File: src/design/dcache_pkg.sv
`default_nettype none

package dcache_pkg;

    //////////////////////////////
    // cache geometry
    //////////////////////////////
    localparam int offset_w   = 2;
    localparam int index_w    = 4;
    localparam int tag_w      = 32 - index_w - offset_w - 2;
    localparam int line_words = 4;
    localparam int num_sets   = 16;

    // controller state codes
    localparam logic [2:0] st_lookup   = 3'd0;
    localparam logic [2:0] st_miss_req = 3'd1;
    localparam logic [2:0] st_miss_wt  = 3'd2;
    localparam logic [2:0] st_wr_req   = 3'd3;
    localparam logic [2:0] st_wr_wt    = 3'd4;

    // one cache line, word 0 in the low bits
    typedef logic [line_words-1:0][31:0] line_t;

    // physical address seen raw or split into cache fields
    typedef union packed {
        logic [31:0] raw;
        struct packed {
            logic [tag_w-1:0]    tag;
            logic [index_w-1:0]  index;
            logic [offset_w-1:0] word;
            logic [1:0]          byte_off;
        } f;
    } dcache_addr_u;

endpackage

`default_nettype wire

File: src/design/dcache_req_if.sv
`timescale 1ns/1ps
`default_nettype none

// buffered request, one writer and several readers
interface dcache_req_if import dcache_pkg::*; ();

    logic         valid;
    logic         we;
    dcache_addr_u addr;
    logic [31:0]  wdata;
    logic [3:0]   wstrb;

    modport rbuf (output valid, output we, output addr, output wdata, output wstrb);

    // FSM needs the op and the address for the memory side
    modport ctrl (input valid, input we, input addr);

    // tag and data arrays
    modport store (input addr, input wdata, input wstrb);

    // only the word offset matters here
    modport result (input addr);

endinterface

`default_nettype wire

File: src/design/dcache_result.sv
`timescale 1ns/1ps
`default_nettype none

module dcache_result import dcache_pkg::*; (
    input  logic         clk,
    dcache_req_if.result rq,
    input  logic [1:0]   hit_way,
    input  logic         from_refill,
    input  line_t        line0,
    input  line_t        line1,
    input  line_t        mem_rline,
    output logic [31:0]  resp_rdata
);

    line_t       hit_line;
    logic [31:0] fill_word;

    assign hit_line = (hit_way == 2'b10) ? line1 : line0;

    // tracks the memory line until the response cycle, then holds
    always_ff @(posedge clk) begin
        if (!from_refill) begin
            fill_word <= mem_rline[rq.addr.f.word];
        end
    end

    assign resp_rdata = from_refill ? fill_word : hit_line[rq.addr.f.word];

endmodule

`default_nettype wire

File: src/flat_wrapper.sv
// flat-port wrapper written by rule: the top's interface ports become plain ports
module dcache_result_flat import dcache_pkg::*;
  (clk, hit_way, from_refill, line0, line1, mem_rline, resp_rdata, rq_addr);
  dcache_req_if rq_i ();
  input  logic clk;
  input  logic [1:0] hit_way;
  input  logic from_refill;
  input  line_t line0;
  input  line_t line1;
  input  line_t mem_rline;
  output logic [31:0] resp_rdata;
  input wire logic [$bits(rq_i.addr)-1:0] rq_addr;
  assign rq_i.addr = rq_addr;
  dcache_result u_core (.clk(clk), .rq(rq_i), .hit_way(hit_way), .from_refill(from_refill), .line0(line0), .line1(line1), .mem_rline(mem_rline), .resp_rdata(resp_rdata));
endmodule
File: config.mk
export PLATFORM = sky130hd
export DESIGN_NAME = dcache_result_flat
export DESIGN_NICKNAME = d
export VERILOG_FILES = /design/src/design/dcache_pkg.sv /design/src/design/dcache_req_if.sv /design/src/design/dcache_result.sv /design/src/flat_wrapper.sv
export SDC_FILE = /design/constraint.sdc
export NUM_CORES = 1
export LEC_CHECK = 0
export ABC_AREA = 1
export BUFFER_PORTS_ARGS = -buffer_cell sky130_fd_sc_hd__clkbuf_2
export CORE_AREA = 2 2 174 176
export CTS_CLUSTER_DIAMETER = 50
export CTS_CLUSTER_SIZE = 8
export DETAILED_ROUTE_END_ITERATION = 16
export DIE_AREA = 0 0 176 178
export SLEW_MARGIN = 30
export SYNTH_ARGS = -nofsm -noshare
export SYNTH_HDL_FRONTEND = slang
export SYNTH_SLANG_ARGS = --single-unit
export TNS_END_PERCENT = 10
File: constraint.sdc
create_clock -name clk -period 2.55 [get_ports clk]
set_input_delay 0.3825 -clock clk [delete_from_list [all_inputs] [get_ports clk]]
set_output_delay 0.3825 -clock clk [all_outputs]
set_load 0.005 [all_outputs]
==> flow_summary.toml <==
[run_status]
status = "complete, no violations"

[clocking]
cts_buffers = 5
path_clk_slew_ns = 0.05
ctsRootBufferMaster = "clkbuf_16"
cts_sinks = 32
cts_resized = 0
cts_tree = "yes"
cts_hold_buf = 0
post_cts_buffers = 0
htreeDepth = 2
cts_max_path_buffers = 2

[min_path]
hold_depth = 3
hold_path.class = "in2reg"

[synth]
ys_types = 15
avgSynthCellArea_sq_um = 5.42
synth-seq-cells = 32
seq_area_frac_synth_pct = 17.4
syn_area_sq_um = 5530
yosys_warnings = 0
synthCells = 1020
syn_nets = 1440

[route]
dr.first_iter.drc_count = 538
routed_wl_microns = 28400
wire_per_inst_microns = 16.0
drt_first_pass_iters = 5
viasPerCell = 4.49
ant_nets = 0
drc = 0
vias = 7984

[worst_setup_path]
critical_path.max_fanout = 96
crit_top_cell = "nand3_1"
slowest_delay_ns = 0.37
slowest_stage = "buf_12"
crit_type = "in2out"
critPathLaunchType = "input pin"
cp_num_buf_inv = 4
crit_chain = "clkbuf_2 > clkinv_2 > buf_12 > nand3b_1 > nand3_1 > nand3_1 > nand3_1 > nand2_1 > clkbuf_2"
worstSetupStartpoint = "hit_way[0]"
crit_cells = 9
endpoint = "resp_rdata[15]"
crit_arrival_ns = 1.80
worstPathRequired_ns = 2.17
cp-end-kind = "output pin"
critPathTopFamily = "simple AND/OR/NAND/NOR gates"

[cells_and_area]
final_cell_mix = "clkbuf_2, nand3_1, nand2_1, inv_1"
fin_nets = 1804
final_area_sq_um = 8100
top_register = "u_core.fill_word"
finalNonFillerCells = 1777
final_common_cell = "clkbuf_2"
synthToLayoutAreaGrowth_pct = 46.4
top_regs = "u_core.fill_word x32"
drive_above_1_share_pct = 32.7
final_util_pct = 27.5
largest_reg_flops = 32

[floorplanning]
initial_core_util_pct = 18.8
die_h_microns = 178
core_sq_um = 29400
die_area_sq_um = 31300
fp.dieW_microns = 176
rows = 63
io_pins = 452

[placed_design]
hpwl_microns = 22500
dp.cells = 1767
portBuffers = 421
dpl_cell_area_sq_um = 7960
dp_slack_ns = 0.303
gp_congestion = 0.894

[timing]
setup_viol = 0
slew_viol_final = 0
rsz0062_at_grt = "false"
maxSlewHeadroom_pct = 63.8
timing_hold_violations_final = 0
finalCriticalPeriod_ns = 2.18
tns_ns = 0
clock.fmax_mhz = 459
period_share_pct = 85.4
finalWorstSetupSlack_ns = 0.372
worst_slew_pin_slew_ns = 0.543

[grt]
antenna_found_initial = 2
grt_max_degree = 97
groute.usage.overall_pct = 17.1
grt_overflow = 0
grt_pass1_vias = 7420
grt_pass1_wl_microns = 41200

[power_and_ir_drop]
ir_drop_mv = 0.236
p_per_area_nw_per_um2 = 296
p_leak_nw = 4.80

[job]
maxCapViolations = 0
==> report_power, final <==
part	leakage, nW	internal, mW	switching, mW
clock network	0.0656	0.358	0.203
registers	0.313	0.646	0.0135
logic	4.42	0.517	0.658
total	4.80	1.52	0.874
==> cell usage after synthesis (all sizes together) <==
cell type | count | area share [%]
nand3 | 256 | 23
o22ai | 32 | 3.6
nand3b | 64 | 8.7
o21ai | 64 | 5.8
inv | 197 | 13
nand2 | 225 | 15
edfxtp | 32 | 17
buf | 59 | 6.4
clkbuf | 27 | 1.8
nor2 | 64 | 4.3
==> routing by layer <==
layer | vias to the layer above | GRT usage, % | wire length (microns)
li1 | 3988 | - | -
met3 | 43 | 2.22 | 2070
met4 | 0 | 4.99 | 681
met5 | - | 0 | 0
met2 | 378 | 27.2 | 12800
met1 | 3575 | 24.2 | 12800
==> kinds of logic after synthesis <==
logic type | count (synthesis) | share of synthesized area (%)
compound gates | 96 | 9.41
buf+inv | 283 | 21.6
flops | 32 | 17.4
simple gates | 609 | 51.6
==> worst min-delay path by stage <==
stage,startpoint,endpoint,slack [ns]
after floorplan,mem_rline[12],u_core.fill_word[12],0.63
after global placement,mem_rline[28],u_core.fill_word[28],0.73
after detailed placement,mem_rline[28],u_core.fill_word[28],0.73
after CTS,mem_rline[18],u_core.fill_word[18],0.44
after global routing,mem_rline[28],u_core.fill_word[28],0.46
final,mem_rline[15],u_core.fill_word[15],0.45
==> per-stage QoR <==
| stage | total power, mW | hold WS, ns |
|---|---|---|
| 6_report | 2.40 | 0.447 |
| 5_1_grt | 2.58 | 0.465 |
| 4_1_cts | 2.43 | 0.437 |
| 3_5_place_dp | 1.85 | 0.727 |
| 3_3_place_gp | 1.84 | 0.729 |
| 2_1_floorplan | 1.27 | 0.626 |
==> worst min-delay path: cells and delay by family <==
family,cells,cell delay [ns]
AO/OA/AOI/OAI,1,0.11
buffers and inverters,1,0.08
AND/OR/NAND/NOR,1,0.03
==> layout make-up <==
type	instances	area [sq um]
Timing Repair Buffer	443	2390
Tap cell	390	488
Inverter	197	743
Multi-Input combinational cell	705	3370
Antenna cell	2	5.00
Clock inverter	1	3.75
Sequential cell	32	961
Clock buffer	7	133
Fill cell	3383	21300
Note: power is estimated with default switching activity, not from simulation.
