File: src/design/dcache_pkg.sv
`default_nettype none

package dcache_pkg;

    //////////////////////////////
    // cache geometry
    //////////////////////////////
    localparam int offset_w   = 2;
    localparam int index_w    = 4;
    localparam int tag_w      = 32 - index_w - offset_w - 2;
    localparam int line_words = 4;
    localparam int num_sets   = 16;

    // controller state codes
    localparam logic [2:0] st_lookup   = 3'd0;
    localparam logic [2:0] st_miss_req = 3'd1;
    localparam logic [2:0] st_miss_wt  = 3'd2;
    localparam logic [2:0] st_wr_req   = 3'd3;
    localparam logic [2:0] st_wr_wt    = 3'd4;

    // one cache line, word 0 in the low bits
    typedef logic [line_words-1:0][31:0] line_t;

    // physical address seen raw or split into cache fields
    typedef union packed {
        logic [31:0] raw;
        struct packed {
            logic [tag_w-1:0]    tag;
            logic [index_w-1:0]  index;
            logic [offset_w-1:0] word;
            logic [1:0]          byte_off;
        } f;
    } dcache_addr_u;

endpackage

`default_nettype wire

File: src/design/dcache_req_if.sv
`timescale 1ns/1ps
`default_nettype none

// buffered request, one writer and several readers
interface dcache_req_if import dcache_pkg::*; ();

    logic         valid;
    logic         we;
    dcache_addr_u addr;
    logic [31:0]  wdata;
    logic [3:0]   wstrb;

    modport rbuf (output valid, output we, output addr, output wdata, output wstrb);

    // FSM needs the op and the address for the memory side
    modport ctrl (input valid, input we, input addr);

    // tag and data arrays
    modport store (input addr, input wdata, input wstrb);

    // only the word offset matters here
    modport result (input addr);

endinterface

`default_nettype wire

File: src/design/dcache_ctrl.sv
`timescale 1ns/1ps
`default_nettype none

module dcache_ctrl import dcache_pkg::*; (
    input  logic        clk,
    input  logic        arst_n,
    dcache_req_if.ctrl  rq,
    input  logic [1:0]  hit_way,
    input  logic        victim,
    input  logic        mem_addr_ok,
    input  logic        mem_data_ok,
    output logic        req_ready,
    output logic        mem_req,
    output logic        mem_wr,
    output logic [31:0] mem_addr,
    output logic        tag_we,
    output logic        touch,
    output logic [1:0]  word_we,
    output logic [1:0]  refill_we,
    output logic        done,
    output logic        resp_valid,
    output logic        from_refill
);

    logic [2:0] state;
    logic [2:0] state_n;
    logic       fin_q;
    logic       hit;
    logic       lookup;
    logic       go_mem;
    logic       fill;

    assign hit = |hit_way;

    // first cycle after acceptance
    assign lookup = (state == st_lookup) && rq.valid && !fin_q;
    assign go_mem = lookup && (rq.we || !hit);
    assign fill   = (state == st_miss_wt) && mem_data_ok;

    //////////////////////////////
    // pipeline side
    //////////////////////////////
    assign resp_valid  = (state == st_lookup) && rq.valid && (fin_q || (!rq.we && hit));
    assign done        = resp_valid;
    assign req_ready   = (state == st_lookup) && (!rq.valid || resp_valid);
    assign from_refill = fin_q && !rq.we;

    //////////////////////////////
    // memory side
    //////////////////////////////
    assign mem_req  = go_mem || (state == st_miss_req) || (state == st_wr_req);
    assign mem_wr   = rq.we;
    // reads fetch the whole line
    assign mem_addr = rq.we ? rq.addr.raw :
                      {rq.addr.raw[31:offset_w+2], {(offset_w+2){1'b0}}};

    // array updates
    assign word_we   = (lookup && rq.we) ? hit_way : 2'b00;
    assign tag_we    = fill;
    assign refill_we = fill ? {victim, ~victim} : 2'b00;
    assign touch     = fill || (lookup && hit);

    always_comb begin
        state_n = state;
        case (state)
            st_lookup: begin
                if (go_mem) begin
                    if (rq.we) begin
                        state_n = mem_addr_ok ? st_wr_wt : st_wr_req;
                    end else begin
                        state_n = mem_addr_ok ? st_miss_wt : st_miss_req;
                    end
                end
            end
            st_miss_req: if (mem_addr_ok) state_n = st_miss_wt;
            st_miss_wt:  if (mem_data_ok) state_n = st_lookup;
            st_wr_req:   if (mem_addr_ok) state_n = st_wr_wt;
            st_wr_wt:    if (mem_data_ok) state_n = st_lookup;
            default:     state_n = st_lookup;
        endcase
    end

    // fin_q marks the response cycle after a memory transaction
    always_ff @(posedge clk or negedge arst_n) begin
        if (!arst_n) begin
            state <= st_lookup;
            fin_q <= 1'b0;
        end else begin
            state <= state_n;
            fin_q <= ((state == st_miss_wt) || (state == st_wr_wt)) && mem_data_ok;
        end
    end

endmodule

`default_nettype wire

File: src/flat_wrapper.sv
// flat-port wrapper written by rule: the top's interface ports become plain ports
module dcache_ctrl_flat import dcache_pkg::*;
  (clk, arst_n, hit_way, victim, mem_addr_ok, mem_data_ok, req_ready, mem_req, mem_wr, mem_addr, tag_we, touch, word_we, refill_we, done, resp_valid, from_refill, rq_valid, rq_we, rq_addr);
  dcache_req_if rq_i ();
  input  logic clk;
  input  logic arst_n;
  input  logic [1:0] hit_way;
  input  logic victim;
  input  logic mem_addr_ok;
  input  logic mem_data_ok;
  output logic req_ready;
  output logic mem_req;
  output logic mem_wr;
  output logic [31:0] mem_addr;
  output logic tag_we;
  output logic touch;
  output logic [1:0] word_we;
  output logic [1:0] refill_we;
  output logic done;
  output logic resp_valid;
  output logic from_refill;
  input wire logic [$bits(rq_i.valid)-1:0] rq_valid;
  input wire logic [$bits(rq_i.we)-1:0] rq_we;
  input wire logic [$bits(rq_i.addr)-1:0] rq_addr;
  assign rq_i.valid = rq_valid;
  assign rq_i.we = rq_we;
  assign rq_i.addr = rq_addr;
  dcache_ctrl u_core (.clk(clk), .arst_n(arst_n), .rq(rq_i), .hit_way(hit_way), .victim(victim), .mem_addr_ok(mem_addr_ok), .mem_data_ok(mem_data_ok), .req_ready(req_ready), .mem_req(mem_req), .mem_wr(mem_wr), .mem_addr(mem_addr), .tag_we(tag_we), .touch(touch), .word_we(word_we), .refill_we(refill_we), .done(done), .resp_valid(resp_valid), .from_refill(from_refill));
endmodule
File: config.mk
export PLATFORM = sky130hd
export DESIGN_NAME = dcache_ctrl_flat
export DESIGN_NICKNAME = d
export VERILOG_FILES = /design/src/design/dcache_pkg.sv /design/src/design/dcache_req_if.sv /design/src/design/dcache_ctrl.sv /design/src/flat_wrapper.sv
export SDC_FILE = /design/constraint.sdc
export NUM_CORES = 1
export LEC_CHECK = 0
export BUFFER_PORTS_ARGS = -buffer_cell sky130_fd_sc_hd__buf_2
export CORE_MARGIN = 2
export CORE_UTILIZATION = 25
export DETAILED_ROUTE_END_ITERATION = 6
export HOLD_SLACK_MARGIN = 0.15
export PLACE_DENSITY = 0.73
export SETUP_SLACK_MARGIN = 0.05
export SLEW_MARGIN = 25
export SYNTH_ARGS = -nofsm -noshare
export SYNTH_HDL_FRONTEND = slang
export SYNTH_SLANG_ARGS = --single-unit
File: constraint.sdc
create_clock -name clk -period 1.1 [get_ports clk]
set_input_delay 0.055 -clock clk [delete_from_list [all_inputs] [get_ports clk]]
set_output_delay 0.055 -clock clk [all_outputs]
set_load 0.03 [all_outputs]
==> results.md <==
| Result | Value |
|:---|:---|
| Result of the run | finished, violations left |
| Violated checks | setup timing |
| Maximum fanout count along the critical path | 3 |
| Critical Path Start Type | register |
| PD cells | 1700 nW/um2 |
| Final setup margin | -0.302 ns |
| CTS Buffer Depth | 2 |
| Pin count of the biggest net entering global routing | 7 |
| Number of H-tree levels | 1 |
| Synth Warn # | 0 |
| Fraction of the cycle the final worst path needs | 127% |
| Site row count | 17 |
| IO Port Bufs | 28 |
| GRT Util Overall | 11.2% |
| Biggest area contributors in the synthesized netlist | sky130_fd_sc_hd__buf_4 (40%), sky130_fd_sc_hd__dfrtp_1 (18%), sky130_fd_sc_hd__and2_2 (5.3%) |
| Setup TNS | -2.63 ns |
| Sequential area share after synthesis | 17.7% |
| Antenna violations before repair | 0 |
| Worst setup slack before clock tree synthesis | -0.128 ns |
| Dpl hpwl | 1090 um |
| Count of cell types in the netlist | 23 |
| Actual transition at the worst max-transition pin | 0.316 ns |
| Pwr Total | 1.78 mW |
| Filler Cells Inserted | 208 |
| Remaining DRCs | 0 |
| Gate count after technology mapping | 69 |
| Syn Nets | 111 |
| Number of register bits inferred by synthesis | 4 |
| Worst-case clock skew | 0.000627 ns |
| Critical Path RT | 1.04 ns |
| Number of vias after detailed routing | 612 |
| Fraction of post-synthesis cell area in the top cell type by area | 39.7% |
| Clock buffer count from CTS | 3 |
| Critical path capture point type | output port |
| Clock insertion delay at the later pin of the skew report | 0.24 ns |
| Synthesized area per cell | 8.21 um2 |
| Routability Congestion | 0.833 |
| Worst slew margin | 78.8% |
| Routed wire length | 1620 um |
| Horizontal die dimension | 51.6 um |
| Netlist area before placement | 567 um2 |
| Via density per instance | 4.50 |
| Reported leakage power | 0.484 nW |
| RSZ-0062 raised after global routing | yes |
| Chip Height | 51.6 um |
| Initial Util | 26.1% |
| Hold Crit Class | input port to async pin |
| Area post-placement | 639 um2 |
| Number of detailed-routing iterations run before antenna repair | 4 |
| Setup Crit Path Kind | register to output port |
| Crit path arrival time | 1.35 ns |
| CTS sink cnt | 4 |
| Post-synth top area cell | sky130_fd_sc_hd__buf_4 |
| Final hold viol count | 0 |
| Via count of the first global-routing pass | 561 |
| Gr ovfl total | 0 |
| Final Setup Violations | 12 |
| Final slew viol count | 0 |
| First-iteration detailed-routing DRC count | 1 |
| Net count of the finished layout | 152 |
| Area growth from synthesis to final layout | 84.8% |
| Number of cells in the design after placement | 103 |
| TritonCTS clock tree | yes |
| I/O pin total | 85 |
| Post-route ant nets | 0 |
| Clock slew seen by the registers of the worst setup and hold paths | 0.04 ns |
| Number of standard cells in the final layout excluding fillers | 136 |
| Standard cell core area | 2170 um2 |
| Number of violations of the max-capacitance limit | 0 |
| Share of layout cells above drive strength 1 | 59.3% |
| Routed length per instance | 11.9 um |
| Number of diodes | 0 |
| Clock Root Buffer | sky130_fd_sc_hd__clkbuf_4 |
| Post-Layout Inst Area | 1050 um2 |
| Time the final worst path needs with I/O delays and setup | 1.40 ns |
| Wire length of the first global-routing pass | 2190 um |
| VDD IR-drop max | 0.000842 V |
| Die outline area | 2660 um2 |
| Share of the core filled with cells | 48.3% |
| Worst hold slack | 0.157 ns |
| Maximum clock frequency | 713 MHz |
## critical path: stages (launching register included)
cell and delay [ns]:
sky130_fd_sc_hd__dfrtp_1 0.39, sky130_fd_sc_hd__nor3_2 0.21, sky130_fd_sc_hd__buf_4 0.16, sky130_fd_sc_hd__o211ai_1 0.12, sky130_fd_sc_hd__o21ai_2 0.08, sky130_fd_sc_hd__buf_6 0.14
## final timing paths
kind,startpoint,endpoint,slack (ns),depth (start not counted)
setup / recovery,u_core.state[1]$_DFFE_PN0P_,touch,-0.30,5
hold / removal,arst_n,u_core.fin_q$_DFF_PN0_,0.16,2
setup reg to reg,u_core.state[0]$_DFFE_PN0P_,u_core.state[1]$_DFFE_PN0P_,-0.04,3
hold reg to reg,u_core.state[2]$_DFFE_PN0P_,u_core.state[1]$_DFFE_PN0P_,0.63,2
max in group asynchronous,arst_n,u_core.state[2]$_DFFE_PN0P_,0.82,2
min in group clk,mem_addr_ok,u_core.state[1]$_DFFE_PN0P_,0.18,3
## placed cells by master (no fill, tap or decap), drive strengths merged
| cell | instances |
|---|---|
| a21boi | 1 |
| a21oi | 3 |
| a311oi | 1 |
| a31o | 1 |
| a31oi | 1 |
| and2 | 6 |
| and2b | 1 |
| and3 | 2 |
| buf | 36 |
| clkbuf | 3 |
| dfrtp | 4 |
| dlygate4sd3 | 30 |
| ha | 1 |
| inv | 2 |
| nand2 | 2 |
| nand2b | 3 |
| nand4b | 1 |
| nor2 | 3 |
| nor3 | 3 |
| o211ai | 1 |
| o21ai | 1 |
| o21bai | 1 |
| o32ai | 1 |
## area by class of cell
| class | instances | area (um2) | area share (%) |
|---|---|---|---|
| clock buffers | 3 | 22.5 | 2.15 |
| inverters | 2 | 7.51 | 0.717 |
| well taps | 28 | 35.0 | 3.35 |
| flip-flops and latches | 4 | 100 | 9.56 |
| repair buffers | 66 | 553 | 52.8 |
| multi-input cells | 33 | 329 | 31.4 |
## flip-flops by register name, indices dropped and copies added (netlist names)
register and count:
u_core.state 3, u_core.fin_q 1
## what timing repair did
| item | CTS | global route |
|---|---|---|
| endpoints found under the setup margin | 13 | 13 |
| endpoints found under the hold margin | 33 | 0 |
| hold buffers | 30 | 0 |
| pin swaps | 6 | 3 |
| buffers inserted | 0 | 1 |
| resized for setup | 24 | 2 |
## cells in the mapped netlist
library cell               number
sky130_fd_sc_hd__buf_4         30
sky130_fd_sc_hd__and2_2         4
sky130_fd_sc_hd__dfrtp_1        4
sky130_fd_sc_hd__a21oi_1        3
sky130_fd_sc_hd__nand2b_1       3
sky130_fd_sc_hd__nor2_1         3
sky130_fd_sc_hd__and2_1         2
sky130_fd_sc_hd__and3_1         2
sky130_fd_sc_hd__inv_1          2
sky130_fd_sc_hd__nand2_1        2
sky130_fd_sc_hd__nor3_1         2
sky130_fd_sc_hd__a21boi_0       1
sky130_fd_sc_hd__a311oi_2       1
sky130_fd_sc_hd__a31o_1         1
sky130_fd_sc_hd__a31oi_1        1
sky130_fd_sc_hd__and2b_1        1
sky130_fd_sc_hd__ha_1           1
sky130_fd_sc_hd__nand4b_1       1
sky130_fd_sc_hd__nor3_2         1
sky130_fd_sc_hd__o211ai_1       1
sky130_fd_sc_hd__o21ai_0        1
sky130_fd_sc_hd__o21bai_4       1
sky130_fd_sc_hd__o32ai_1        1
## per-layer routing
metal  share of wire (%)  vias up  track usage (%)
met2                  55       59             21.8
met4                 1.7        0             9.65
met1                  31      266             9.91
met3                  13        4             1.44
met5                   0        -                0
li1                    -      283                -
## logic make-up (layout without fill, tap and decap cells)
group	after synthesis	count (layout)	share of synthesized area [%]
AOI/OAI and AO/OA	11	11	16.3
and+or+nand+nor	21	21	22.7
buffers and inverters	32	71	41.1
adders and majority gates	1	1	2.21
DFF	4	4	17.7
## power breakdown
group	switching, mW	internal [mW]
registers	0.0383	0.192
clock network	0.0636	0.122
logic	0.754	0.611
total	0.856	0.926
(Power assumes the default switching activity.)
