## config.mk

```make
export PLATFORM = sky130hd
export DESIGN_NAME = dcache_rbuf_flat
export DESIGN_NICKNAME = d
export VERILOG_FILES = /design/src/design/dcache_pkg.sv /design/src/design/dcache_req_if.sv /design/src/design/dcache_rbuf.sv /design/src/flat_wrapper.sv
export SDC_FILE = /design/constraint.sdc
export NUM_CORES = 1
export LEC_CHECK = 0
export ABC_CLOCK_PERIOD_IN_PS = 1440
export BUFFER_PORTS_ARGS = -buffer_cell sky130_fd_sc_hd__buf_2
export CORE_MARGIN = 5
export CORE_UTILIZATION = 41
export CTS_CLUSTER_DIAMETER = 150
export CTS_CLUSTER_SIZE = 25
export DETAILED_ROUTE_END_ITERATION = 8
export HOLD_SLACK_MARGIN = 0.12
export PLACE_DENSITY = 0.85
export SYNTH_ARGS = -nofsm -noshare
export SYNTH_HDL_FRONTEND = slang
export SYNTH_SLANG_ARGS = --single-unit
```

## constraint.sdc

```tcl
create_clock -name clk -period 1.44 [get_ports clk]
set_clock_uncertainty 0.15 [all_clocks]
set_input_delay 0.072 -clock clk [delete_from_list [all_inputs] [get_ports clk]]
set_output_delay 0.072 -clock clk [all_outputs]
set_load 0.1 [all_outputs]
```

## src/design/dcache_pkg.sv

```systemverilog
`default_nettype none

package dcache_pkg;

    //////////////////////////////
    // cache geometry
    //////////////////////////////
    localparam int offset_w   = 2;
    localparam int index_w    = 4;
    localparam int tag_w      = 32 - index_w - offset_w - 2;
    localparam int line_words = 4;
    localparam int num_sets   = 16;

    // controller state codes
    localparam logic [2:0] st_lookup   = 3'd0;
    localparam logic [2:0] st_miss_req = 3'd1;
    localparam logic [2:0] st_miss_wt  = 3'd2;
    localparam logic [2:0] st_wr_req   = 3'd3;
    localparam logic [2:0] st_wr_wt    = 3'd4;

    // one cache line, word 0 in the low bits
    typedef logic [line_words-1:0][31:0] line_t;

    // physical address seen raw or split into cache fields
    typedef union packed {
        logic [31:0] raw;
        struct packed {
            logic [tag_w-1:0]    tag;
            logic [index_w-1:0]  index;
            logic [offset_w-1:0] word;
            logic [1:0]          byte_off;
        } f;
    } dcache_addr_u;

endpackage

`default_nettype wire

```

## src/design/dcache_req_if.sv

```systemverilog
`timescale 1ns/1ps
`default_nettype none

// buffered request, one writer and several readers
interface dcache_req_if import dcache_pkg::*; ();

    logic         valid;
    logic         we;
    dcache_addr_u addr;
    logic [31:0]  wdata;
    logic [3:0]   wstrb;

    modport rbuf (output valid, output we, output addr, output wdata, output wstrb);

    // FSM needs the op and the address for the memory side
    modport ctrl (input valid, input we, input addr);

    // tag and data arrays
    modport store (input addr, input wdata, input wstrb);

    // only the word offset matters here
    modport result (input addr);

endinterface

`default_nettype wire

```

## src/design/dcache_rbuf.sv

```systemverilog
`timescale 1ns/1ps
`default_nettype none

module dcache_rbuf import dcache_pkg::*; (
    input  logic        clk,
    input  logic        arst_n,
    input  logic        req_valid,
    input  logic        req_ready,
    input  logic        req_we,
    input  logic [31:0] req_addr,
    input  logic [31:0] req_wdata,
    input  logic [3:0]  req_wstrb,
    input  logic        done,
    dcache_req_if.rbuf  rq
);

    logic accept;

    assign accept = req_valid && req_ready;

    // a new request wins over the done of the old one
    always_ff @(posedge clk or negedge arst_n) begin
        if (!arst_n) begin
            rq.valid <= 1'b0;
            rq.we    <= 1'b0;
        end else if (accept) begin
            rq.valid <= 1'b1;
            rq.we    <= req_we;
        end else if (done) begin
            rq.valid <= 1'b0;
        end
    end

    // address kept raw, readers use the field view
    always_ff @(posedge clk) begin
        if (accept) begin
            rq.addr.raw <= req_addr;
            rq.wdata    <= req_wdata;
            rq.wstrb    <= req_wstrb;
        end
    end

endmodule

`default_nettype wire

```

## src/flat_wrapper.sv

```systemverilog
// flat-port wrapper written by rule: the top's interface ports become plain ports
module dcache_rbuf_flat import dcache_pkg::*;
  (clk, arst_n, req_valid, req_ready, req_we, req_addr, req_wdata, req_wstrb, done, rq_valid, rq_we, rq_addr, rq_wdata, rq_wstrb);
  dcache_req_if rq_i ();
  input  logic clk;
  input  logic arst_n;
  input  logic req_valid;
  input  logic req_ready;
  input  logic req_we;
  input  logic [31:0] req_addr;
  input  logic [31:0] req_wdata;
  input  logic [3:0] req_wstrb;
  input  logic done;
  output wire logic [$bits(rq_i.valid)-1:0] rq_valid;
  output wire logic [$bits(rq_i.we)-1:0] rq_we;
  output wire logic [$bits(rq_i.addr)-1:0] rq_addr;
  output wire logic [$bits(rq_i.wdata)-1:0] rq_wdata;
  output wire logic [$bits(rq_i.wstrb)-1:0] rq_wstrb;
  assign rq_valid = rq_i.valid;
  assign rq_we = rq_i.we;
  assign rq_addr = rq_i.addr;
  assign rq_wdata = rq_i.wdata;
  assign rq_wstrb = rq_i.wstrb;
  dcache_rbuf u_core (.clk(clk), .arst_n(arst_n), .req_valid(req_valid), .req_ready(req_ready), .req_we(req_we), .req_addr(req_addr), .req_wdata(req_wdata), .req_wstrb(req_wstrb), .done(done), .rq(rq_i));
endmodule
```

==> flow_metrics.env, run 1 <==
export IMPL_slowest_delay_ns=0.45
export IMPL_design_area_um2=3973
export IMPL_status="completed"
export IMPL_grt_pass1_vias=1899
export IMPL_instances_no_fill=382
export IMPL_timing_final_crit_share_pct=97.16
export IMPL_nNetsFinal=379
export IMPL_clk_insertion_delay_late_ns=0.34
export IMPL_via_per_inst=4.432
export IMPL_ys_ff_latch=70
export IMPL_slew_viol_final=0
export IMPL_dpl_cell_area_um2=2987
export IMPL_clockBufferDepth=2
export IMPL_mostFrequentLayoutCell="buf_2"
export IMPL_worstSetupStartpointType="flip-flop"
export IMPL_tns_ns=0
export IMPL_tightest_slew_ns=0.5239
export IMPL_cp_required_ns=1.22
export IMPL_synthAdderAreaFrac_pct=0
export IMPL_grt_pass1_wl_um=10300
export IMPL_yosys_area_share_simple_pct=0.2943
export IMPL_fp_dieArea_um2=6725
export IMPL_period_needed_ns=1.399
export IMPL_ant_nets=0
export IMPL_cts_resized=0
export IMPL_hold_path_class="in -> reg"
export IMPL_path_delay_family="buffers and inverters"
export IMPL_cts_sinks=70
export IMPL_cpMaxStageDelayCell="buf_2"
export IMPL_die_h_um=82.01
export IMPL_max_slew_margin_pct=65.31
export IMPL_setup_viol=0
export IMPL_routedWlPerCell_um=18.96
export IMPL_place_inst=290
export IMPL_synth_top_family_by_area="multiplexers"
export IMPL_n_fill_cell=274
export IMPL_vdd_ir_drop_max_v=0.001048
export IMPL_core_area_um2=5075
export IMPL_dpl_hpwl_um=3754
export IMPL_io_pins=144
export IMPL_htree_levels=3
export IMPL_wl_met3_um=767
export IMPL_syn_area_per_cell_um2=28.34
export IMPL_numCtsBuffers=9
export IMPL_wl_met1_um=2439
export IMPL_ys_seq_area_share_pct=98.41
export IMPL_clkTransAtPathRegs_ns=0.08
export IMPL_cts_tree="yes"
export IMPL_ys_warn_count=0
export IMPL_io_buffers=143
export IMPL_drtIter0Drc=111
export IMPL_synth_compound_area_share_pct=0.2354
export IMPL_cellLeakagePower_nw=1.692
export IMPL_drc=0
export IMPL_final_cell_mix="buf_2 (143), dlygate4sd3_1 (74), edfxtp_1 (68)"
export IMPL_postCtsSetupBuffers=0
export IMPL_antenna_found_initial=1
export IMPL_synth_area_um2=2126
export IMPL_routed_via_count=1693
export IMPL_wl_met2_um=3774
export IMPL_syn_nets=149
export IMPL_cp_cell_sequence="buf_2"
export IMPL_final_layout_size_suffix_gt1_share_pct=52.26
export IMPL_grt_usage_pct=22.51
export IMPL_power_w=0.005787
export IMPL_worstPathArrival_ns=1.18
export IMPL_die_w_um=82.01
export IMPL_worstSetupEndpointType="primary output"
export IMPL_crit_buf_inv=1
export IMPL_synthCells=75
export IMPL_grt_max_degree=36
export IMPL_top_layer_used="met4"
export IMPL_first_pass_iters=4
export IMPL_p_per_area_nw_per_um2=1457
export IMPL_grt_overflow_total=0
export IMPL_rows=26
export IMPL_cts_root_buf="clkbuf_8"
export IMPL_synth_xor_area_share_pct=0
export IMPL_cp_max_fo=2
export IMPL_synthDistinctLibCells=6
export IMPL_fin_util_pct=78.28
export IMPL_rsz0062_at_grt="false"
export IMPL_max_freq_ghz=0.7147
export IMPL_cap_violations=0
export IMPL_synth_mux_area_share_pct=0.7063
export IMPL_hold_viol_final=0
export IMPL_crit_type="reg -> out"
export IMPL_routed_wl_um=7243
export IMPL_initial_core_util_pct=41.89
export IMPL_area_delta_synth_final_pct=86.87
export IMPL_gp_congestion=0.7064
-- per-layer routing --
metal	up-vias	GRT usage, %
li1	758	-
met1	786	22.90
met2	127	37.48
met3	22	9.978
met4	0	14.29
met5	-	0
-- what timing repair did --
item                                    in CTS  in global routing
endpoints found under the hold margin       72                  0
endpoints found under the setup margin       0                  1
hold buffers                                75                  0
-- sequential cells by signal, summed over array words and instances (netlist names) --
register and cells:
u_core.rq.we 1, u_core.rq.valid 1, u_core.rq.wdata 32, u_core.rq.wstrb 4, u_core.rq.addr 32
-- cell type report --
| class | count | area (µm²) | share of cell area [%] |
|---|---|---|---|
| flip-flops and latches | 70 | 2092 | 52.66 |
| inverters | 2 | 11.26 | 0.2835 |
| repair buffers | 219 | 1496 | 37.67 |
| well taps | 70 | 87.58 | 2.205 |
| diodes | 2 | 5.005 | 0.1260 |
| clock buffers | 12 | 145.1 | 3.654 |
| multi-input cells | 3 | 40.04 | 1.008 |
| clock inverters | 4 | 95.09 | 2.394 |
-- final timing paths --
path / startpoint / depth (start not counted) / end / slack [ns]
max: u_core.rq.we / 1 / rq_we / 0.04
max in group asynchronous: arst_n / 3 / u_core.rq.valid / 0.49
min in group asynchronous: arst_n / 3 / u_core.rq.we / 0.51
min: req_addr[16] / 2 / u_core.rq.addr[16] / 0.29
min reg2reg: u_core.rq.we / 1 / u_core.rq.we / 0.44
max reg2reg: u_core.rq.we / 1 / u_core.rq.we / 0.49
-- power breakdown --
| group | leakage [nW] | switching [W] | internal, W | total (W) |
|---|---|---|---|---|
| clock network | 0.121 | 0.000692 | 0.00120 | 0.00189 |
| registers | 0.662 | 0.0000451 | 0.00239 | 0.00243 |
| logic | 0.909 | 0.00116 | 0.000306 | 0.00146 |
-- cells by family (layout without fill, tap and decap cells) --
logic type | count (synthesis) | in the layout
flip-flops | 70 | 70
AO/OA/AOI/OAI | 1 | 1
buffers and inverters | 2 | 237
multiplexers | 1 | 1
AND/OR/NAND/NOR | 1 | 1
other | 0 | 2
-- synthesized netlist by cell type --
cell / number / share of area [%]
mux2_4: 1 / 0.71
edfxtp_1: 68 / 96
dfrtp_1: 2 / 2.4
nand2_2: 1 / 0.29
o21ai_0: 1 / 0.24
inv_1: 2 / 0.35
-- stage by stage --
stage	setup WS, ns	hold WS (ns)
final	0.04086	0.2947
after global routing	0.01348	0.2879
after CTS	0.05757	0.2787
after detailed placement	0.3479	-0.2921
after global placement	0.3885	-0.2921
after floorplan	-0.2005	-0.3736
No activity file was read; power rests on OpenSTA's default activity.
==> run 2: changes to the inputs <==
- CORE_UTILIZATION: 41 -> 34
- PLACE_DENSITY: 0.85 -> 0.74
==> run 2 against run 1 <==
Critical path depth rose by 4. Sequential cell count did not move. Wire length fell by 5.1%. First-iteration DRC count fell by 14%. Die area rose by 18%. Register-to-register slack got worse by 0.42 ns. Final cell count rose by 1.0%. Largest cell class unchanged.
==> flow_metrics.env, run 2 (synthesis results as in run 1) <==
export IMPL_status="completed"
export IMPL_p_per_area_nw_per_um2=1355
export IMPL_period_needed_ns=1.396
export IMPL_htree_levels=3
export IMPL_swShare_pct=37.17
export IMPL_pre_cts_slack_ns=0.3783
export IMPL_power_w=0.005320
export IMPL_setup_viol=0
export IMPL_core_area_um2=5991
export IMPL_routedWlPerCell_um=17.81
export IMPL_gp_congestion=0.6962
export IMPL_reg2reg_depth=3
export IMPL_worstPathArrival_ns=1.47
export IMPL_cellLeakagePower_nw=1.665
export IMPL_max_slew_margin_pct=66.22
export IMPL_io_buffers=143
export IMPL_numCtsBuffers=9
export IMPL_diodes=0
export IMPL_drtIter0Drc=95
export IMPL_p_comb_share_pct=27.5
export IMPL_initial_core_util_pct=35.48
export IMPL_worstSetupStartpointType="primary input"
export IMPL_timing_final_crit_share_pct=96.94
export IMPL_wl_met2_um=3522
export IMPL_p_sw_w=0.001978
export IMPL_clk_insertion_delay_late_ns=0.34
export IMPL_setup_ws_ns=0.04410
export IMPL_grt_max_degree=36
export IMPL_wl_met3_um=741
export IMPL_hold_path_class="in -> reg"
export IMPL_hold_ws_ns=0.2791
export IMPL_via_per_inst=4.376
export IMPL_first_pass_iters=4
export IMPL_fin_util_pct=65.52
export IMPL_postCtsSetupBuffers=0
export IMPL_reg_largest_list="u_core.rq.addr x32, u_core.rq.wdata x32, u_core.rq.wstrb x4"
export IMPL_top_layer_used="met4"
export IMPL_die_w_um=89.07
export IMPL_final_layout_size_suffix_gt1_share_pct=52.41
export IMPL_worstHoldStart="req_addr[14]"
export IMPL_r2r_start="u_core.rq.valid"
export IMPL_fp_dieArea_um2=7933
export IMPL_hold_end="u_core.rq.addr[14]"
export IMPL_grt_overflow_total=0
export IMPL_max_freq_ghz=0.7164
export IMPL_r2r_end="u_core.rq.valid"
export IMPL_slew_viol_final=0
export IMPL_p_seq_share_pct=45.6
export IMPL_wl_met1_um=2517
export IMPL_dpl_hpwl_um=3863
export IMPL_routed_wl_um=6875
export IMPL_worstSetupEndpointType="flip-flop"
export IMPL_cp_max_fo=3
export IMPL_cap_violations=0
export IMPL_final_cell_mix="buf_2 (142), dlygate4sd3_1 (75), edfxtp_1 (68)"
export IMPL_die_h_um=89.07
export IMPL_p_int_w=0.003342
export IMPL_tightest_slew_ns=0.5103
export IMPL_area_delta_synth_final_pct=84.64
export IMPL_ant_nets=0
export IMPL_grt_pass1_wl_um=10140
export IMPL_whs_path_depth=2
export IMPL_n_fill_cell=404
export IMPL_mostFrequentLayoutCell="buf_2"
export IMPL_nNetsFinal=380
export IMPL_reg2reg_slack_ns=0.07
export IMPL_cp_required_ns=1.51
export IMPL_hold_viol_final=0
export IMPL_rows=28
export IMPL_cts_root_buf="clkbuf_8"
export IMPL_cts_sinks=70
export IMPL_routed_via_count=1689
export IMPL_cts_tree="yes"
export IMPL_rsz0062_at_grt="false"
export IMPL_drc=0
export IMPL_clock_power_share_pct=26.9
export IMPL_crit_type="in -> reg"
export IMPL_grt_usage_pct=18.11
export IMPL_grt_pass1_vias=1926
export IMPL_antenna_found_initial=0
export IMPL_vdd_ir_drop_max_v=0.001087
export IMPL_clockBufferDepth=2
export IMPL_clkTransAtPathRegs_ns=0.08
export IMPL_io_pins=144
==> run 2: through the flow <==
step	instances	cell area, µm²	setup TNS [ns]
detailed placement	295	2993	0
CTS	386	3923	0
finish	386	3925	0
global placement	295	2993	0
global route	386	3925	0
floorplan	75	2143	-13.63
==> run 2: timing repair <==
action	4_1_cts	5_1_grt
endpoints found under the setup margin	0	1
resized for setup	0	1
hold buffers	75	0
endpoints found under the hold margin	72	0
==> run 2: power groups by stage <==
stage                     Clock (W)  Sequential, W  Combinational (W)
after floorplan                   0        0.00346          0.0000395
after global placement            0        0.00246            0.00128
after detailed placement          0        0.00247            0.00129
after CTS                   0.00144        0.00242            0.00145
after global routing        0.00156        0.00244            0.00150
final                       0.00143        0.00243            0.00146
==> run 2: metal layers <==
layer / up-vias / track usage (%)
li1: 762 / -
met1: 808 / 19.73
met2: 109 / 30.84
met3: 10 / 9.217
met4: 0 / 5.819
met5: - / 0
==> run 2: worst max path at each step <==
stage                 start  slack [ns]                  to
2_1_floorplan     req_valid       -0.20   u_core.rq.addr[0]
3_3_place_gp      req_valid        0.38  u_core.rq.addr[12]
3_5_place_dp      req_valid        0.38  u_core.rq.wdata[1]
4_1_cts           req_ready        0.06     u_core.rq.valid
5_1_grt        u_core.rq.we        0.03               rq_we
6_report          req_ready        0.04     u_core.rq.valid
==> run 2: cell type report <==
class | instances | area (µm²) | share of cell area (%)
clock buffer | 9 | 123.9 | 3.156
timing repair buffer | 220 | 1509 | 38.44
inverter | 2 | 11.26 | 0.2869
tap | 75 | 93.84 | 2.391
multi-input combinational | 3 | 40.04 | 1.020
clock inverter | 7 | 55.05 | 1.403
sequential | 70 | 2092 | 53.30
==> run 2: worst max-delay path: stages <==
cell and delay (ns):
dlygate4sd3_1 0.54, buf_2 0.15, nand2_8 0.07, o21ai_0 0.08
dlygate4sd3_1 0.55
==> run 3: changes to the inputs <==
==> constraint.sdc (replaced) <==
create_clock -name clk -period 1.44 [get_ports clk]
set_clock_uncertainty 0.15 [all_clocks]
set_input_delay 0 -clock clk [delete_from_list [all_inputs] [get_ports clk]]
set_output_delay 0 -clock clk [all_outputs]
set_load 0.1 [all_outputs]
==> run 3 against run 2 <==
Design area up 0.26%. Critical endpoint unchanged. Count of clock-buffer cells in the layout unchanged. First-iteration DRC count is 43% lower. Via count shrank 0.83%. Power up 2.0%. Largest cell class unchanged. Global-route usage grew 0.77 points. Worst setup slack better by 0.035 ns. Combinational power barely moved. Die area stayed put. Register-to-register slack is essentially flat.
==> flow_metrics.env, run 3 (synthesis results as in run 1) <==
export IMPL_reg_largest_list="u_core.rq.addr x32, u_core.rq.wdata x32, u_core.rq.wstrb x4"
export IMPL_setup_viol=0
export IMPL_grt_pass1_vias=1990
export IMPL_final_cell_mix="buf_2 (143), dlygate4sd3_1 (75), edfxtp_1 (68)"
export IMPL_grt_max_degree=36
export IMPL_first_pass_iters=4
export IMPL_n_fill_cell=414
export IMPL_routed_wl_um=7314
export IMPL_hold_viol_final=0
export IMPL_ant_nets=0
export IMPL_antenna_found_initial=1
export IMPL_power_w=0.005425
export IMPL_vdd_ir_drop_max_v=0.0009566
export IMPL_cts_resized=0
export IMPL_p_sw_w=0.001944
export IMPL_cts_root_buf="clkbuf_8"
export IMPL_worstSetupStartpointType="flip-flop"
export IMPL_dpl_hpwl_um=3886
export IMPL_crit_type="reg -> reg"
export IMPL_drtIter0Drc=54
export IMPL_postCtsSetupBuffers=0
export IMPL_grt_overflow_total=0
export IMPL_slowest_delay_ns=0.56
export IMPL_cts_tree="yes"
export IMPL_io_buffers=143
export IMPL_p_per_area_nw_per_um2=1379
export IMPL_area_delta_synth_final_pct=85.11
export IMPL_rows=28
export IMPL_nNetsFinal=380
export IMPL_tns_ns=0
export IMPL_worstSetupEndpointType="flip-flop"
export IMPL_status="completed"
export IMPL_p_seq_share_pct=44.8
export IMPL_gp_congestion=0.6771
export IMPL_timing_final_crit_share_pct=94.50
export IMPL_mostFrequentLayoutCell="buf_2"
export IMPL_setup_ws_ns=0.07924
export IMPL_die_w_um=89.07
export IMPL_cts_sinks=70
export IMPL_htree_levels=3
export IMPL_tightest_slew_ns=0.5188
export IMPL_via_per_inst=4.328
export IMPL_clock_power_share_pct=28.2
export IMPL_worstPathArrival_ns=1.44
export IMPL_fp_dieArea_um2=7933
export IMPL_io_pins=144
export IMPL_slew_viol_final=0
export IMPL_rsz0062_at_grt="false"
export IMPL_clkTransAtPathRegs_ns=0.07
export IMPL_hold_path_class="in -> reg"
export IMPL_final_layout_size_suffix_gt1_share_pct=51.77
export IMPL_cpMaxStageDelayCell="dlygate4sd3_1"
export IMPL_period_needed_ns=1.361
export IMPL_grt_usage_pct=18.88
export IMPL_cp_max_fo=2
export IMPL_drc=0
export IMPL_routed_via_count=1675
export IMPL_p_comb_share_pct=27.0
export IMPL_cp_cell_sequence="inv_1 -> o21ai_0 -> dlygate4sd3_1"
export IMPL_swShare_pct=35.83
export IMPL_clockBufferDepth=2
export IMPL_max_slew_margin_pct=65.65
export IMPL_pre_cts_slack_ns=0.4439
export IMPL_numCtsBuffers=9
export IMPL_p_int_w=0.003481
export IMPL_hold_ws_ns=0.2186
export IMPL_initial_core_util_pct=35.48
export IMPL_routedWlPerCell_um=18.90
export IMPL_clk_insertion_delay_late_ns=0.34
export IMPL_max_freq_ghz=0.7349
export IMPL_die_h_um=89.07
export IMPL_cellLeakagePower_nw=1.664
export IMPL_grt_pass1_wl_um=10360
export IMPL_cp_required_ns=1.52
export IMPL_core_area_um2=5991
export IMPL_cap_violations=0
[run 3: cell types whose count changed in the layout (fill, tap and decap cells not counted), sizes merged]
cell and change:
buf +1, diode +1, bufinv +1, clkinv +2, clkbuf -1, inv -4, clkinvlp +1
[run 3: stage by stage]
stage / area [µm²] / utilization (%) / cells
after floorplan: 2143 / - / 75
after global placement: 2993 / 49.96 / 295
after detailed placement: 2993 / 49.96 / 295
after CTS: 3933 / 65.64 / 386
after global routing: 3935 / 65.69 / 387
final: 3935 / 65.69 / 387
[run 3: repair_timing]
action | in CTS | in global routing
hold buffers | 75 | 0
endpoints found under the hold margin | 72 | 0
setup endpoints to repair | 0 | 0
[run 3: critical path, delay by kind of cell (launching register included)]
family,cells,cell delay [ns]
compound gates,1,0.07
buf+inv,2,0.62
flops,1,0.40
[run 3: routing by layer]
layer	routed length, µm	track usage (%)
met2	3734	32.19
met4	227	10.15
met5	0	0
met1	2513	18.77
met3	838	9.493
[run 3: power by group through the flow]
stage / Sequential [W] / Combinational [W] / Clock (W)
after CTS: 0.00242 / 0.00145 / 0.00151
after global routing: 0.00244 / 0.00151 / 0.00164
final: 0.00243 / 0.00147 / 0.00153
after detailed placement: 0.00246 / 0.00129 / 0
after floorplan: 0.00346 / 0.0000395 / 0
after global placement: 0.00246 / 0.00128 / 0
[run 3: layout make-up]
type,instances,area [µm²],share of cell area [%]
Antenna cell,1,2.502,0.06359
Clock buffer,9,123.9,3.148
Clock inverter,7,65.06,1.653
Inverter,2,11.26,0.2862
Multi-Input combinational cell,3,40.04,1.017
Sequential cell,70,2092,53.16
Tap cell,75,93.84,2.385
Timing Repair Buffer,220,1506,38.28
[run 3: worst paths after layout]
kind | start | to | slack (ns) | cells past startpoint
min in group asynchronous | arst_n | u_core.rq.we | 0.37 | 3
max in group asynchronous | arst_n | u_core.rq.valid | 0.64 | 3
max reg2reg | u_core.rq.valid | u_core.rq.valid | 0.08 | 3
max | u_core.rq.valid | u_core.rq.valid | 0.08 | 3
min reg2reg | u_core.rq.we | u_core.rq.we | 0.39 | 1
min | req_wdata[21] | u_core.rq.wdata[21] | 0.22 | 2
